### config.mk
export PLATFORM = sky130hd
export DESIGN_NAME = cpu_subsystem
export DESIGN_NICKNAME = d
export VERILOG_FILES = /design/src/common/sys86_map_pkg.sv /design/src/common/sys86_bus_pkg.sv /design/src/rtl/cpu_subsystem.sv /design/src/rtl/master_bus_mux.sv /design/src/decode/sub_decoder.sv /design/src/decode/main_decoder.sv
export SDC_FILE = /design/constraint.sdc
export NUM_CORES = 1
export LEC_CHECK = 0
export ABC_AREA = 1
export BUFFER_PORTS_ARGS = -buffer_cell sky130_fd_sc_hd__buf_2
export CAP_MARGIN = 20
export CORE_MARGIN = 5
export CORE_UTILIZATION = 44
export CTS_CLUSTER_SIZE = 20
export DETAILED_ROUTE_END_ITERATION = 16
export PLACE_DENSITY_LB_ADDON = 0.12
export SLEW_MARGIN = 10
export SYNTH_ARGS = -nofsm -noshare
export SYNTH_HDL_FRONTEND = slang
export SYNTH_SLANG_ARGS = --single-unit
### constraint.sdc
create_clock -name clk_6m -period 2.5 [get_ports clk_6m]
set_clock_uncertainty 0.05 [all_clocks]
set_input_delay 0.25 -clock clk_6m [delete_from_list [all_inputs] [get_ports clk_6m]]
set_output_delay 0.25 -clock clk_6m [all_outputs]
set_load 0.02 [all_outputs]
### src/common/sys86_map_pkg.sv
package sys86_map_pkg;

	////////////////////////////////////////
	// CPU bus widths
	////////////////////////////////////////

	localparam int CPU_ADDR_W = 16;
	localparam int DATA_W = 8;

	// Region field in the CPU address
	localparam int REGION_MSB = 15;
	localparam int REGION_LSB = 13;

	// Master bus carries the low address bits only
	localparam int MBUS_ADDR_W = 13;

	////////////////////////////////////////
	// Memory map regions
	////////////////////////////////////////

	// Sub side reads backcolor as local program ROM
	typedef enum logic [2:0] {
		scroll0 = 3'b000,
		scroll1 = 3'b001,
		object = 3'b010,
		control = 3'b011,
		latch0 = 3'b100,
		latch1 = 3'b101,
		backcolor = 3'b110,
		rom = 3'b111
	} region_t;

	// Control register data bits
	localparam int CTRL_BANK_BIT = 0;
	localparam int CTRL_HOLD_BIT = 1;

	////////////////////////////////////////
	// Master bus slot timing
	////////////////////////////////////////

	// Four phases, the 2H alternation
	localparam int PHASE_W = 2;
	localparam logic [PHASE_W-1:0] MAIN_SLOT = 2'd0;
	localparam logic [PHASE_W-1:0] SUB_SLOT = 2'd2;

endpackage
### src/common/sys86_bus_pkg.sv
package sys86_bus_pkg;

	import sys86_map_pkg::*;

	// Owner tag on the master bus
	localparam logic OWNER_MAIN = 1'b0;
	localparam logic OWNER_SUB = 1'b1;

	// Raw bus cycle from a CPU
	typedef struct packed {
		logic [CPU_ADDR_W-1:0] addr;
		logic we;
		logic [DATA_W-1:0] data;
	} cpu_req_t;

	// Shared region access after decode
	typedef struct packed {
		region_t region;
		logic we;
		logic [MBUS_ADDR_W-1:0] addr;
		logic [DATA_W-1:0] data;
	} dec_req_t;

	// Master bus cycle, owner high for the sub CPU
	typedef struct packed {
		logic owner;
		region_t region;
		logic we;
		logic [MBUS_ADDR_W-1:0] addr;
		logic [DATA_W-1:0] data;
	} mbus_t;

endpackage

### src/rtl/cpu_subsystem.sv
`timescale 1ns/10ps

module cpu_subsystem
	import sys86_bus_pkg::*;
(
	input logic clk_6m,
	input logic reset,
	input logic vblank,
	input logic main_req_valid,
	input cpu_req_t main_req,
	input logic sub_req_valid,
	input cpu_req_t sub_req,
	output logic mbus_valid,
	output mbus_t mbus,
	output logic main_irq,
	output logic sub_irq,
	output logic bank,
	output logic sub_hold
);

	logic main_dec_valid;
	dec_req_t main_dec_req;
	logic sub_dec_valid;
	dec_req_t sub_dec_req;

	// Main CPU side, owns bank and sub hold
	main_decoder u_main_dec (
		.clk_6m(clk_6m),
		.reset(reset),
		.vblank(vblank),
		.req_valid(main_req_valid),
		.req(main_req),
		.dec_valid(main_dec_valid),
		.dec_req(main_dec_req),
		.irq(main_irq),
		.bank(bank),
		.sub_hold(sub_hold)
	);

	sub_decoder u_sub_dec (
		.clk_6m(clk_6m),
		.reset(reset),
		.vblank(vblank),
		.req_valid(sub_req_valid),
		.req(sub_req),
		.dec_valid(sub_dec_valid),
		.dec_req(sub_dec_req),
		.irq(sub_irq)
	);

	// Time shared master bus to the video chips
	master_bus_mux u_mux (
		.clk_6m(clk_6m),
		.reset(reset),
		.main_valid(main_dec_valid),
		.main_dec(main_dec_req),
		.sub_valid(sub_dec_valid),
		.sub_dec(sub_dec_req),
		.mbus_valid(mbus_valid),
		.mbus(mbus)
	);

endmodule

### src/rtl/master_bus_mux.sv
`timescale 1ns/10ps

module master_bus_mux
	import sys86_map_pkg::*;
	import sys86_bus_pkg::*;
(
	input logic clk_6m,
	input logic reset,
	input logic main_valid,
	input dec_req_t main_dec,
	input logic sub_valid,
	input dec_req_t sub_dec,
	output logic mbus_valid,
	output mbus_t mbus
);

	logic [PHASE_W-1:0] phase;
	logic main_pend;
	logic sub_pend;
	dec_req_t main_buf;
	dec_req_t sub_buf;
	dec_req_t src;
	logic main_issue;
	logic sub_issue;

	// Only one slot matches per phase
	assign main_issue = main_pend && (phase == MAIN_SLOT);
	assign sub_issue = sub_pend && (phase == SUB_SLOT);

	////////////////////////////////////////
	// Phase counter and pending flags
	////////////////////////////////////////

	always_ff @(posedge clk_6m) begin
		if (reset) begin
			phase <= '0;
			main_pend <= 1'b0;
			sub_pend <= 1'b0;
		end else begin
			phase <= phase + 1'b1;
			// New request wins over the one leaving this cycle
			if (main_valid)
				main_pend <= 1'b1;
			else if (main_issue)
				main_pend <= 1'b0;
			if (sub_valid)
				sub_pend <= 1'b1;
			else if (sub_issue)
				sub_pend <= 1'b0;
		end
	end

	always_ff @(posedge clk_6m) begin
		if (main_valid)
			main_buf <= main_dec;
		if (sub_valid)
			sub_buf <= sub_dec;
	end

	////////////////////////////////////////
	// Master bus drive
	////////////////////////////////////////

	assign src = sub_issue ? sub_buf : main_buf;
	assign mbus_valid = main_issue || sub_issue;

	always_comb begin
		mbus.owner = sub_issue ? OWNER_SUB : OWNER_MAIN;
		mbus.region = src.region;
		mbus.we = src.we;
		mbus.addr = src.addr;
		mbus.data = src.data;
	end

endmodule

### src/decode/sub_decoder.sv
`timescale 1ns/10ps

module sub_decoder
	import sys86_map_pkg::*;
	import sys86_bus_pkg::*;
(
	input logic clk_6m,
	input logic reset,
	input logic vblank,
	input logic req_valid,
	input cpu_req_t req,
	output logic dec_valid,
	output dec_req_t dec_req,
	output logic irq
);

	region_t region;
	logic shared;
	logic ctrl_wr;
	logic vblank_q;

	assign region = region_t'(req.addr[REGION_MSB:REGION_LSB]);

	// Upper two regions are local program ROM here
	always_comb begin
		case (region)
			scroll0, scroll1, object, latch0, latch1: shared = 1'b1;
			default: shared = 1'b0;
		endcase
	end

	// Any control write acknowledges the interrupt
	assign ctrl_wr = req_valid && req.we && (region == control);

	always_ff @(posedge clk_6m) begin
		if (reset) begin
			dec_valid <= 1'b0;
			vblank_q <= 1'b0;
			irq <= 1'b0;
		end else begin
			dec_valid <= req_valid && shared;
			vblank_q <= vblank;
			if (vblank && !vblank_q)
				irq <= 1'b1;
			else if (ctrl_wr)
				irq <= 1'b0;
		end
	end

	always_ff @(posedge clk_6m) begin
		if (req_valid && shared) begin
			dec_req.region <= region;
			dec_req.we <= req.we;
			dec_req.addr <= req.addr[MBUS_ADDR_W-1:0];
			dec_req.data <= req.data;
		end
	end

endmodule

### src/decode/main_decoder.sv
`timescale 1ns/10ps

module main_decoder
	import sys86_map_pkg::*;
	import sys86_bus_pkg::*;
(
	input logic clk_6m,
	input logic reset,
	input logic vblank,
	input logic req_valid,
	input cpu_req_t req,
	output logic dec_valid,
	output dec_req_t dec_req,
	output logic irq,
	output logic bank,
	output logic sub_hold
);

	region_t region;
	logic shared;
	logic ctrl_wr;
	logic vblank_q;
	logic vblank_rise;

	assign region = region_t'(req.addr[REGION_MSB:REGION_LSB]);

	// Everything but control and rom goes out to the master bus
	always_comb begin
		case (region)
			control, rom: shared = 1'b0;
			default: shared = 1'b1;
		endcase
	end

	assign ctrl_wr = req_valid && req.we && (region == control);
	assign vblank_rise = vblank && !vblank_q;

	////////////////////////////////////////
	// Control state
	////////////////////////////////////////

	always_ff @(posedge clk_6m) begin
		if (reset) begin
			dec_valid <= 1'b0;
			vblank_q <= 1'b0;
			irq <= 1'b0;
			bank <= 1'b0;
			sub_hold <= 1'b0;
		end else begin
			dec_valid <= req_valid && shared;
			vblank_q <= vblank;
			if (ctrl_wr) begin
				bank <= req.data[CTRL_BANK_BIT];
				sub_hold <= req.data[CTRL_HOLD_BIT];
			end
			// A new vblank edge beats an acknowledge
			if (vblank_rise)
				irq <= 1'b1;
			else if (ctrl_wr)
				irq <= 1'b0;
		end
	end

	// Payload, meaningful only with dec_valid
	always_ff @(posedge clk_6m) begin
		if (req_valid && shared) begin
			dec_req.region <= region;
			dec_req.we <= req.we;
			dec_req.addr <= req.addr[MBUS_ADDR_W-1:0];
			dec_req.data <= req.data;
		end
	end

endmodule

Word level (Yosys, flattened, before mapping)
Index checks and enable logic that the tools add are counted.
{ "word_totals": {"regBits": 111, "in_bits": 55, "output_inout_bits": 31} }
{ "classes": {"add_sub_neg": 1, "n_eq_ne": 8, "muxes": 12, "reduce_logical": 19} }
{ "op_table": {"columns": ["op", "count"], "rows": [
  ["$mux W25", 1],
  ["$mux W1", 11],
  ["$eq A3 B2 Y1 const B", 3],
  ["$eq A3 B3 Y1 const B", 3],
  ["$logic_and A1 B1 Y1", 9],
  ["$reduce_bool A2 Y1", 4],
  ["$reduce_or A5 Y1", 1],
  ["$eq A3 B1 Y1 const B", 1],
  ["$logic_not A3 Y1", 1],
  ["$add A2 B1 Y2 const B", 1],
  ["$eq A2 B2 Y1 const B", 1],
  ["$logic_not A2 Y1", 1],
  ["$reduce_or A2 Y1", 1],
  ["$logic_not A1 Y1", 1],
  ["$logic_or A1 B1 Y1", 1]
]} }

Logic depth before layout (Yosys ltp)
Gate-level depths: netlist of the first run.
{ "logic_depth": {"depth_word": 4, "mapped_depth": 7} }

By module
From an unflattened synthesis of the first run, not the netlist that was laid out.
{ "hier_totals": {"hier_cells": 254, "hier_area_um2": 3846.2} }
{ "modules_own_cells": {"columns": ["mod", "n_inst", "cells_per_inst", "area_each_um2"], "rows": [
  ["master_bus_mux", 1, 153, 2004.4],
  ["main_decoder", 1, 56, 965.9],
  ["sub_decoder", 1, 45, 875.8]
]} }

Worst setup path after synthesis of the first run
No wires, ideal clock.
{ "synth_timing": {"path_type": "input port to flip-flop", "start": "in sub_req[24] (netlist name)", "end": "reg u_sub_dec.dec_req[0] (netlist name), enable pin", "t_arrival_ns": 2.101, "slack_ns": -0.089, "cell_stages": 3, "n_path_buf": 0, "cell_sequence": "nand2_1 inv_1 nor3_1"} }
{ "synth_between": {"elab_chain_len": 4, "word_cells_on_any_way": 8, "cone_classes": "eq/ne: 4; mux: 1; reduce/logical: 3"} }
{ "synth_lines": {"columns": ["item", "line", "rtl"], "rows": [
  ["start: declaration", "cpu_subsystem.sv:12", "input cpu_req_t sub_req,"],
  ["$eq A3 B1 Y1 (tied with other cells)", "sub_decoder.sv:26", "case (region)"],
  ["$reduce_or A5 Y1 (*)", "sub_decoder.sv:26", null],
  ["$mux W1 (*)", "sub_decoder.sv:26", null],
  ["$logic_and A1 B1 Y1 (*)", "sub_decoder.sv:51", "if (req_valid && shared) begin"],
  ["end: declaration", "sub_decoder.sv:13", "output dec_req_t dec_req,"]
]} }
Every way passes the cells marked *; elsewhere a longest branch is shown, timed or not.
A chain may end at the register's enable or synchronous reset.

==> flow_summary.json, run 1 <==
{
  "dpl.cell_count": 434,
  "fillers": 682,
  "hold_viol_final": 0,
  "via_count": 2135,
  "muxShareOfSynthArea": 0,
  "vias_per_cell": 4.50,
  "syn_inst": 244,
  "final_common_cell": "edfxtp_1",
  "area_delta_synth_final_pct": 25.8,
  "h-tree-depth": 3,
  "synth_area_leaders": "edfxtp_1, nand2_1, dfxtp_1",
  "clkPwrFrac": 0.269,
  "cts_buffers": 9,
  "postSynthAreaPerCell_um2": 15.5,
  "period_minus_slack_ns": 2.09,
  "regToRegSetupSlack_ns": 1.31,
  "drcViolationCount": 0,
  "post_cts_resized": 0,
  "syn_area_um2": 3790,
  "ant_nets": 0,
  "cts-root-buf": "clkbuf_8",
  "min-delay-path-class": "primary input to register",
  "grt_overflow": 0,
  "synth-seq-area-share": 0.851,
  "routabilityCongestion": 0.794,
  "die_w_um": 103,
  "synth_top_area_frac": 0.793,
  "setup_violations": 0,
  "min_period_over_period": 0.835,
  "relSlewSlack": 0.750,
  "yosys.area.top_type": "edfxtp_1",
  "required_ns": 2.20,
  "io_buffer_count": 85,
  "grt_first_pass_wirelength_mm": 10.5,
  "wl_per_cell_um": 14.2,
  "status": "finished, final reports clean",
  "rsz0062_at_grt": "no",
  "fin_tns_setup_ns": 0,
  "rows": 33,
  "clockBufferDepth": 2,
  "worstSetupPathType": "register to output pin",
  "path_clk_slew_ns": 0.10,
  "antennaDiodeCount": 0,
  "synth_top_family_by_area": "simple AND/OR/NAND/NOR gates",
  "powerDensity_nw_per_um2": 715,
  "yosysUniqueCellTypes": 17,
  "synth_adder_area_share": 0.00661,
  "worstMarginPinSlew_ns": 0.375,
  "p_leak_nw": 1.96,
  "synth_compound_area_frac": 0.00661,
  "pwr-share-comb": 0.082,
  "ys_warn_count": 0,
  "max_freq_ghz": 0.479,
  "crit_path_end_kind": "output pin",
  "fin_nets": 421,
  "grt_max_degree": 29,
  "dpl.hpwl_mm": 4.47,
  "cts.sinks": 111,
  "io_pins": 86,
  "tritoncts": "built",
  "clk_latency_ns": 0.35,
  "drt-total-wl_mm": 6.73,
  "drtIter0Drc": 69,
  "layout_common_cells": "edfxtp_1, nand2_1, buf_2",
  "start_util": 0.456,
  "die-height_um": 103,
  "dr.pass1.iters": 4,
  "p_int_w": 0.00266,
  "final-max-slew-violation-count": 0,
  "grt.total_usage": 0.137,
  "ir_worst_vdd_uv": 277,
  "core-area_um2": 8300,
  "p_switching_w": 0.000750,
  "final_cells": 474,
  "syn-num-nets": 301,
  "swShare": 0.220,
  "synthXorXnorAreaFrac": 0,
  "worstPathArrival_ns": 1.79,
  "dieArea_um2": 10600,
  "drive_above_1_share": 0.295,
  "grt_pass1_vias": 2176,
  "power.share.sequential": 0.650,
  "ys_ff_latch": 111,
  "cp_max_fo": 28,
  "synth_simple_gate_area_frac": 0.109,
  "startpoint_type": "register",
  "maxCapViolations": 0,
  "antenna_found_initial": 0
}
critical path, stage by stage (launching register included):
cell	delay (ns)
dfxtp_1	0.31
inv_1	0.07
ha_1	0.19
nand2_4	0.21
inv_4	0.31
nand2_1	0.08
nand2_1	0.09
buf_2	0.17
flip-flops by register name, summed over array words and instances (netlist names):
name and count:
u_mux.phase 2, u_main_dec.dec_valid 1, u_main_dec.bank 1, u_mux.sub_pend 1
u_sub_dec.vblank_q 1, u_main_dec.sub_hold 1, u_sub_dec.dec_req 25, u_mux.main_pend 1
u_sub_dec.irq 1, u_main_dec.dec_req 25, u_sub_dec.dec_valid 1, u_mux.sub_buf 25
u_mux.main_buf 25, u_main_dec.irq 1
cells in the mapped netlist:
master and instances:
nor3_1 2, nand2_1 88, buf_2 3, o21ai_0 1
a21oi_1 4, buf_6 2, buf_4 1, dfxtp_1 11
or2_2 1, inv_4 1, nor2_1 12, edfxtp_1 100
inv_1 13, nand3_1 1, nor4_1 1, nand2_4 1
ha_1 2
power by group through the flow:
stage / logic [W] / clock network (W) / registers, W
2_1_floorplan: 0.000120 / 0 / 0.00226
3_3_place_gp: 0.000252 / 0 / 0.00225
3_5_place_dp: 0.000255 / 0 / 0.00226
4_1_cts: 0.000274 / 0.000948 / 0.00221
5_1_grt: 0.000309 / 0.00105 / 0.00223
6_report: 0.000278 / 0.000915 / 0.00221
metrics by stage:
step	hold WS, ns	instance area (µm²)	utilization	worst slack [ns]	power, W
4_1_cts	0.000725	4670	0.563	0.324	0.00344
3_5_place_dp	0.355	4360	0.525	0.719	0.00251
5_1_grt	0.00106	4760	0.574	0.188	0.00358
2_1_floorplan	0.299	3790	-	0.629	0.00238
3_3_place_gp	0.348	4360	0.525	0.755	0.00250
6_report	0.0227	4760	0.574	0.414	0.00341
worst paths after layout:
path | start | end | cells past startpoint
setup / recovery | u_mux.phase[0]$_SDFF_PP0_ | mbus[22] | 7
hold / removal | sub_req[3] | u_sub_dec.dec_req[3]$_DFFE_PP_ | 1
setup reg to reg | u_mux.phase[0]$_SDFF_PP0_ | u_mux.sub_pend$_SDFFE_PP0P_ | 5
hold reg to reg | u_mux.phase[0]$_SDFF_PP0_ | u_mux.phase[0]$_SDFF_PP0_ | 1
cells by family (layout without fill, tap and decap cells):
| family | Yosys count | after routing |
|---|---|---|
| DFF | 111 | 111 |
| and+or+nand+nor | 106 | 106 |
| buffers and inverters | 20 | 145 |
| AOI/OAI and AO/OA | 5 | 5 |
| adders and majority gates | 2 | 2 |
layer usage:
layer	vias up	share of wire	global-route usage
li1	1068	-	-
met4	0	0.010	0.0598
met3	6	0.050	0.0284
met2	55	0.54	0.241
met5	-	0	0
met1	1006	0.40	0.164
what timing repair did:
item	in CTS	in global routing
hold buffers	15	9
endpoints found under the hold margin	15	9
buffers inserted	0	0
layout make-up:
cell class | count | area (µm²) | share of cell area
Timing Repair Buffer | 115 | 711 | 0.149
Inverter | 14 | 55.1 | 0.0116
Tap cell | 105 | 131 | 0.0276
Multi-Input combinational cell | 113 | 478 | 0.100
Clock buffer | 11 | 131 | 0.0276
Sequential cell | 111 | 3220 | 0.677
Clock inverter | 5 | 33.8 | 0.00709
(Power assumes the default switching activity.)
==> run 2: changes to the inputs <==
- clock period: 2.5 -> 1.69 ns (I/O delays scaled with it)
==> run 2 against run 1 <==
The flow now finishes with violations (negative setup slack). Combinational power up 120%. Clock power up 55%. Non-clock buffer count up 37. Final area up 20%. Die area unchanged. First-iteration DRC count down 2.9%. Worst setup slack worse by 0.47 ns. Critical path type unchanged. Largest cell class unchanged.
==> flow_summary.json, run 2 (synthesis results as in run 1) <==
{
  "setup_violations": 25,
  "drive_above_1_share": 0.462,
  "regToRegSetupSlack_ns": 0.39,
  "drt-total-wl_mm": 8.29,
  "hold_end": "u_main_dec.dec_valid$_SDFF_PP0_",
  "tritoncts": "built",
  "area.sequential_um2": 3230,
  "cts.sinks": 111,
  "r2r-end": "u_mux.sub_pend$_SDFFE_PP0P_",
  "drtIter0Drc": 67,
  "dieArea_um2": 10600,
  "antennaDiodeCount": 0,
  "core-area_um2": 8300,
  "min-delay-path-class": "primary input to register",
  "dr.pass1.iters": 4,
  "io_pins": 86,
  "via_count": 2340,
  "worst_slack_ns": -0.0554,
  "h-tree-depth": 3,
  "start_util": 0.456,
  "max_freq_ghz": 0.573,
  "grt_overflow": 0,
  "cts_buffers": 9,
  "cts-root-buf": "clkbuf_8",
  "hold_start": "main_req_valid",
  "multi_input_area_um2": 749,
  "path_clk_slew_ns": 0.10,
  "fin_nets": 461,
  "grt_first_pass_wirelength_mm": 12.6,
  "rsz0062_at_grt": "yes",
  "period_minus_slack_ns": 1.75,
  "reg2reg_depth": 7,
  "area_delta_synth_final_pct": 51.0,
  "wl_per_cell_um": 16.1,
  "layout_common_cells": "edfxtp_1, buf_2, dlygate4sd3_1",
  "slowest_stage": "dfxtp_2",
  "rows": 33,
  "grt_pass1_vias": 2531,
  "routabilityCongestion": 0.785,
  "clockBufferDepth": 2,
  "min_period_over_period": 1.03,
  "grt_max_degree": 27,
  "worstMarginPinSlew_ns": 0.416,
  "relSlewSlack": 0.723,
  "powerDensity_nw_per_um2": 933,
  "worstPathArrival_ns": 1.53,
  "die-height_um": 103,
  "fillers": 570,
  "holdPathStages": 3,
  "worstSetupPathType": "register to output pin",
  "drcViolationCount": 0,
  "required_ns": 1.47,
  "r2r-start": "u_mux.phase[0]$_SDFF_PP0_",
  "final_common_cell": "edfxtp_1",
  "startpoint_type": "register",
  "maxCapViolations": 0,
  "ant_nets": 0,
  "crit_path_end_kind": "output pin",
  "vias_per_cell": 4.55,
  "hold_viol_final": 0,
  "die_w_um": 103,
  "violations": "negative setup slack",
  "status": "complete, but fails checks",
  "antenna_found_initial": 0,
  "grt.total_usage": 0.165,
  "cpPeakStageDelay_ns": 0.34,
  "path_cells": "inv_2 -> ha_4 -> nand2_8 -> buf_12 -> buf_16 -> nand2_4 -> nand2_2 -> buf_6",
  "clk_latency_ns": 0.36,
  "p_total_w": 0.00533,
  "dpl.hpwl_mm": 4.68,
  "p_leak_nw": 2.31,
  "final-max-slew-violation-count": 0,
  "fin_tns_setup_ns": -0.812,
  "cp_max_fo": 8,
  "ir_worst_vdd_uv": 544,
  "io_buffer_count": 85
}
==> run 2: cell count changes in the layout (fill, tap and decap cells not counted), sizes merged <==
cell         delta
inv             +5
clkbuf          -1
dlygate4sd3    +27
buf            +10
clkinvlp        -1
==> run 2: final cells by class <==
class	count	share of cell area
tap	105	0.0230
sequential	111	0.564
clock inverter	6	0.00766
inverter	14	0.0120
timing repair inverter	3	0.00831
timing repair buffer	152	0.232
clock buffer	10	0.0223
multi-input combinational	113	0.131
==> run 2: per-layer routing <==
metal / track usage / part of all wire / up-vias
met3: 0.0399 / 0.049 / 12
met1: 0.193 / 0.39 / 1110
met5: 0 / 0 / -
li1: - / - / 1157
met2: 0.300 / 0.54 / 61
met4: 0.0538 / 0.015 / 0
==> run 2: how the worst max path moves through the flow <==
stage                              start                        endpoint  slack [ns]  cells past startpoint
5_1_grt        u_mux.phase[0]$_SDFF_PP0_                         mbus[4]       -0.12                      8
6_report       u_mux.phase[0]$_SDFF_PP0_                         mbus[8]       -0.06                      8
3_5_place_dp   u_mux.phase[0]$_SDFF_PP0_                        mbus[10]        0.18                      7
3_3_place_gp   u_mux.phase[0]$_SDFF_PP0_                        mbus[10]        0.21                      7
4_1_cts        u_mux.phase[0]$_SDFF_PP0_                         mbus[6]       -0.04                      8
2_1_floorplan                sub_req[24]  u_sub_dec.dec_req[0]$_DFFE_PP_        0.29                      3
==> run 2: power breakdown <==
part           switching [W]  internal (W)
sequential         0.0000837       0.00323
clock               0.000869      0.000549
combinational       0.000290      0.000315
==> run 2: per-stage QoR <==
stage          hold slack [ns]  utilization  cells  cell area, µm²  setup WS, ns
6_report                0.0393        0.689    514            5720       -0.0554
4_1_cts                 0.0141        0.678    513            5630       -0.0413
3_5_place_dp             0.297        0.529    435            4390         0.180
3_3_place_gp             0.295        0.529    435            4390         0.213
2_1_floorplan            0.218            -    244            3800         0.289
5_1_grt                 0.0371        0.689    514            5720        -0.120
==> run 2: worst max-delay path, delay by kind of cell, from the launching register on <==
| family | cells | cell delay, ns |
|---|---|---|
| buffers and inverters | 4 | 0.49 |
| adder cells (fa/ha/maj) | 1 | 0.15 |
| AND/OR/NAND/NOR | 3 | 0.18 |
| flip-flops | 1 | 0.34 |
==> run 2: timing repair <==
item                       in CTS  in global routing
pin swaps                      21                  3
hold buffers                   51                  0
setup buffers                   7                  1
gates resized for setup       129                 27
setup endpoints to repair      27                 27
cloned                          4                  1
hold endpoints to repair       51                  0
==> run 3: changes to the inputs <==
- ABC_AREA: 1 -> 0
- CORE_ASPECT_RATIO: default -> 0.5
==> run 3 against run 2 <==
The run still ends with negative setup slack left. Via count is 13% lower. Global-route usage is 2.3 points lower. Routed wire length is 11% lower. Worst setup slack worse by 0.071 ns. Power is 14% higher. Area after synthesis is 1.1% higher. Die area is 2.1% higher. Final area is 2.7% lower. Critical endpoint is now mbus[14].
==> flow_summary.json, run 3 <==
{
  "dieArea_um2": 10800,
  "grt_first_pass_wirelength_mm": 11.4,
  "dpl.hpwl_mm": 4.87,
  "min_period_over_period": 1.07,
  "synth_common_cells": "edfxtp_1, mux2_4, dfxtp_1",
  "ant_nets": 0,
  "synth.most_common_cell": "edfxtp_1",
  "post-route-util": 0.648,
  "crit_path_end_kind": "output pin",
  "yosys.area.top_type": "edfxtp_1",
  "io_pins": 86,
  "dr.pass1.iters": 4,
  "fillers": 615,
  "setup_violations": 25,
  "maxCapViolations": 0,
  "status": "complete, but fails checks",
  "ys_dominant_reg_cell": "edfxtp_1",
  "grt_pass1_vias": 2167,
  "core-area_um2": 8590,
  "synthArstFlopShare": 0,
  "synth-seq-area-share": 0.842,
  "finalHoldWorstSlack_ns": 0.0987,
  "cts-root-buf": "clkbuf_16",
  "final_common_cell": "edfxtp_1",
  "p_leak_nw": 2.23,
  "period_minus_slack_ns": 1.82,
  "ir_worst_vdd_uv": 564,
  "max_freq_ghz": 0.551,
  "syn_area_um2": 3830,
  "hold_viol_final": 0,
  "path_cells": "inv_2 -> ha_4 -> nand2_8 -> buf_12 -> mux2_4 -> buf_6",
  "multi_input_area_um2": 589,
  "start_util": 0.446,
  "clk_latency_ns": 0.33,
  "ys_ff_latch": 111,
  "ys_warn_count": 0,
  "cts_buffers": 9,
  "io_buffer_count": 85,
  "grt_max_degree": 19,
  "tritoncts": "built",
  "yosysUniqueCellTypes": 21,
  "violations": "negative setup slack",
  "area.sequential_um2": 3230,
  "synth_top_area_frac": 0.784,
  "antennaDiodeCount": 0,
  "layout_common_cells": "edfxtp_1, buf_2, dlygate4sd3_1",
  "slowest_stage": "dfxtp_2",
  "rsz0062_at_grt": "yes",
  "syn_inst": 178,
  "final-max-slew-violation-count": 0,
  "vias_per_cell": 4.47,
  "antenna_found_initial": 0,
  "die-height_um": 76.0,
  "rows": 24,
  "area_delta_synth_final_pct": 45.4,
  "worstSetupPathType": "register to output pin",
  "cp_max_fo": 8,
  "min-delay-path-class": "primary input to register",
  "via_count": 2043,
  "fin_tns_setup_ns": -2.68,
  "h-tree-depth": 3,
  "cpPeakStageDelay_ns": 0.34,
  "fin_nets": 392,
  "drt-total-wl_mm": 7.36,
  "path_clk_slew_ns": 0.07,
  "syn-num-nets": 235,
  "worst_slack_ns": -0.126,
  "grt.total_usage": 0.143,
  "grt_overflow": 0,
  "die_w_um": 142,
  "drtIter0Drc": 98,
  "powerDensity_nw_per_um2": 1090,
  "wl_per_cell_um": 16.1,
  "synth_edf_count": 100,
  "relSlewSlack": 0.654,
  "startpoint_type": "register",
  "required_ns": 1.47,
  "worstPathArrival_ns": 1.60,
  "clockBufferDepth": 2,
  "synth_area_leaders": "edfxtp_1, mux2_4, dfxtp_1",
  "drcViolationCount": 0,
  "postSynthAreaPerCell_um2": 21.5,
  "worstMarginPinSlew_ns": 0.515,
  "routabilityCongestion": 0.731,
  "cts.sinks": 111,
  "drive_above_1_share": 0.426
}
## run 3: changes by cell type in the layout (fill, tap and decap cells not counted), sizes merged, moves of 4 or more
cell / before / now
nand2: 89 / 5
mux2: 0 / 25
nand2b: 0 / 5
nor2b: 0 / 4
inv: 20 / 7
nor2: 12 / 3
## run 3: layer usage
metal,vias to the layer above,track usage,wire length (µm)
met3,10,0.0403,292
met4,0,0.0431,79
met1,1000,0.187,3330
met2,45,0.233,3650
li1,988,-,-
met5,-,0,0
## run 3: logic make-up after synthesis
logic type | Yosys count | synth area share
multiplexers | 27 | 0.0964
adder cells (fa/ha/maj) | 2 | 0.00653
flip-flops | 111 | 0.842
AO/OA/AOI/OAI | 6 | 0.00882
buffers and inverters | 11 | 0.0157
AND/OR/NAND/NOR | 21 | 0.0307
## run 3: where the power goes
part	total [W]	switching [W]	internal, W
Clock	0.00221	0.000909	0.00130
Combinational	0.000564	0.000248	0.000317
Sequential	0.00329	0.0000606	0.00323
Total	0.00606	0.00122	0.00484
## run 3: worst max-delay path: cells and delay by family, from the launching register on
family / cells / cell delay, ns
DFF: 1 / 0.34
buffers and inverters: 3 / 0.33
muxes: 1 / 0.31
adders and majority gates: 1 / 0.17
and+or+nand+nor: 1 / 0.11
## run 3: cell type report
type / count / area share
tap: 117 / 0.0263
inverter: 7 / 0.00472
multi-input combinational: 56 / 0.106
clock buffer: 9 / 0.0405
timing repair buffer: 150 / 0.225
sequential: 111 / 0.580
clock inverter: 7 / 0.0175
## run 3: through the flow
stage | instances | cell area [µm²] | setup WS [ns] | total power [W]
floorplan | 178 | 3830 | 0.243 | 0.00354
global placement | 387 | 4490 | 0.118 | 0.00372
detailed placement | 387 | 4490 | 0.0885 | 0.00374
CTS | 457 | 5570 | -0.135 | 0.00614
global route | 457 | 5570 | -0.161 | 0.00629
finish | 457 | 5570 | -0.126 | 0.00606
## run 3: worst paths after layout
| path | slack (ns) | depth (start not counted) | startpoint | to |
|---|---|---|---|---|
| max | -0.13 | 6 | u_mux.phase[0]$_SDFF_PP0_ | mbus[14] |
| min | 0.1 | 2 | reset | u_mux.phase[0]$_SDFF_PP0_ |
| max reg2reg | 0.61 | 4 | u_mux.phase[0]$_SDFF_PP0_ | u_mux.phase[1]$_SDFF_PP0_ |
| min reg2reg | 0.36 | 1 | u_mux.phase[0]$_SDFF_PP0_ | u_mux.phase[0]$_SDFF_PP0_ |
## run 3: repair_timing
action                                  CTS  global route
pin swaps                                 2             0
resized for setup                        63             0
setup buffers                             2             0
endpoints found under the hold margin    51             0
hold buffers                             51             0
gates cloned                              1             0
endpoints found under the setup margin   26            25
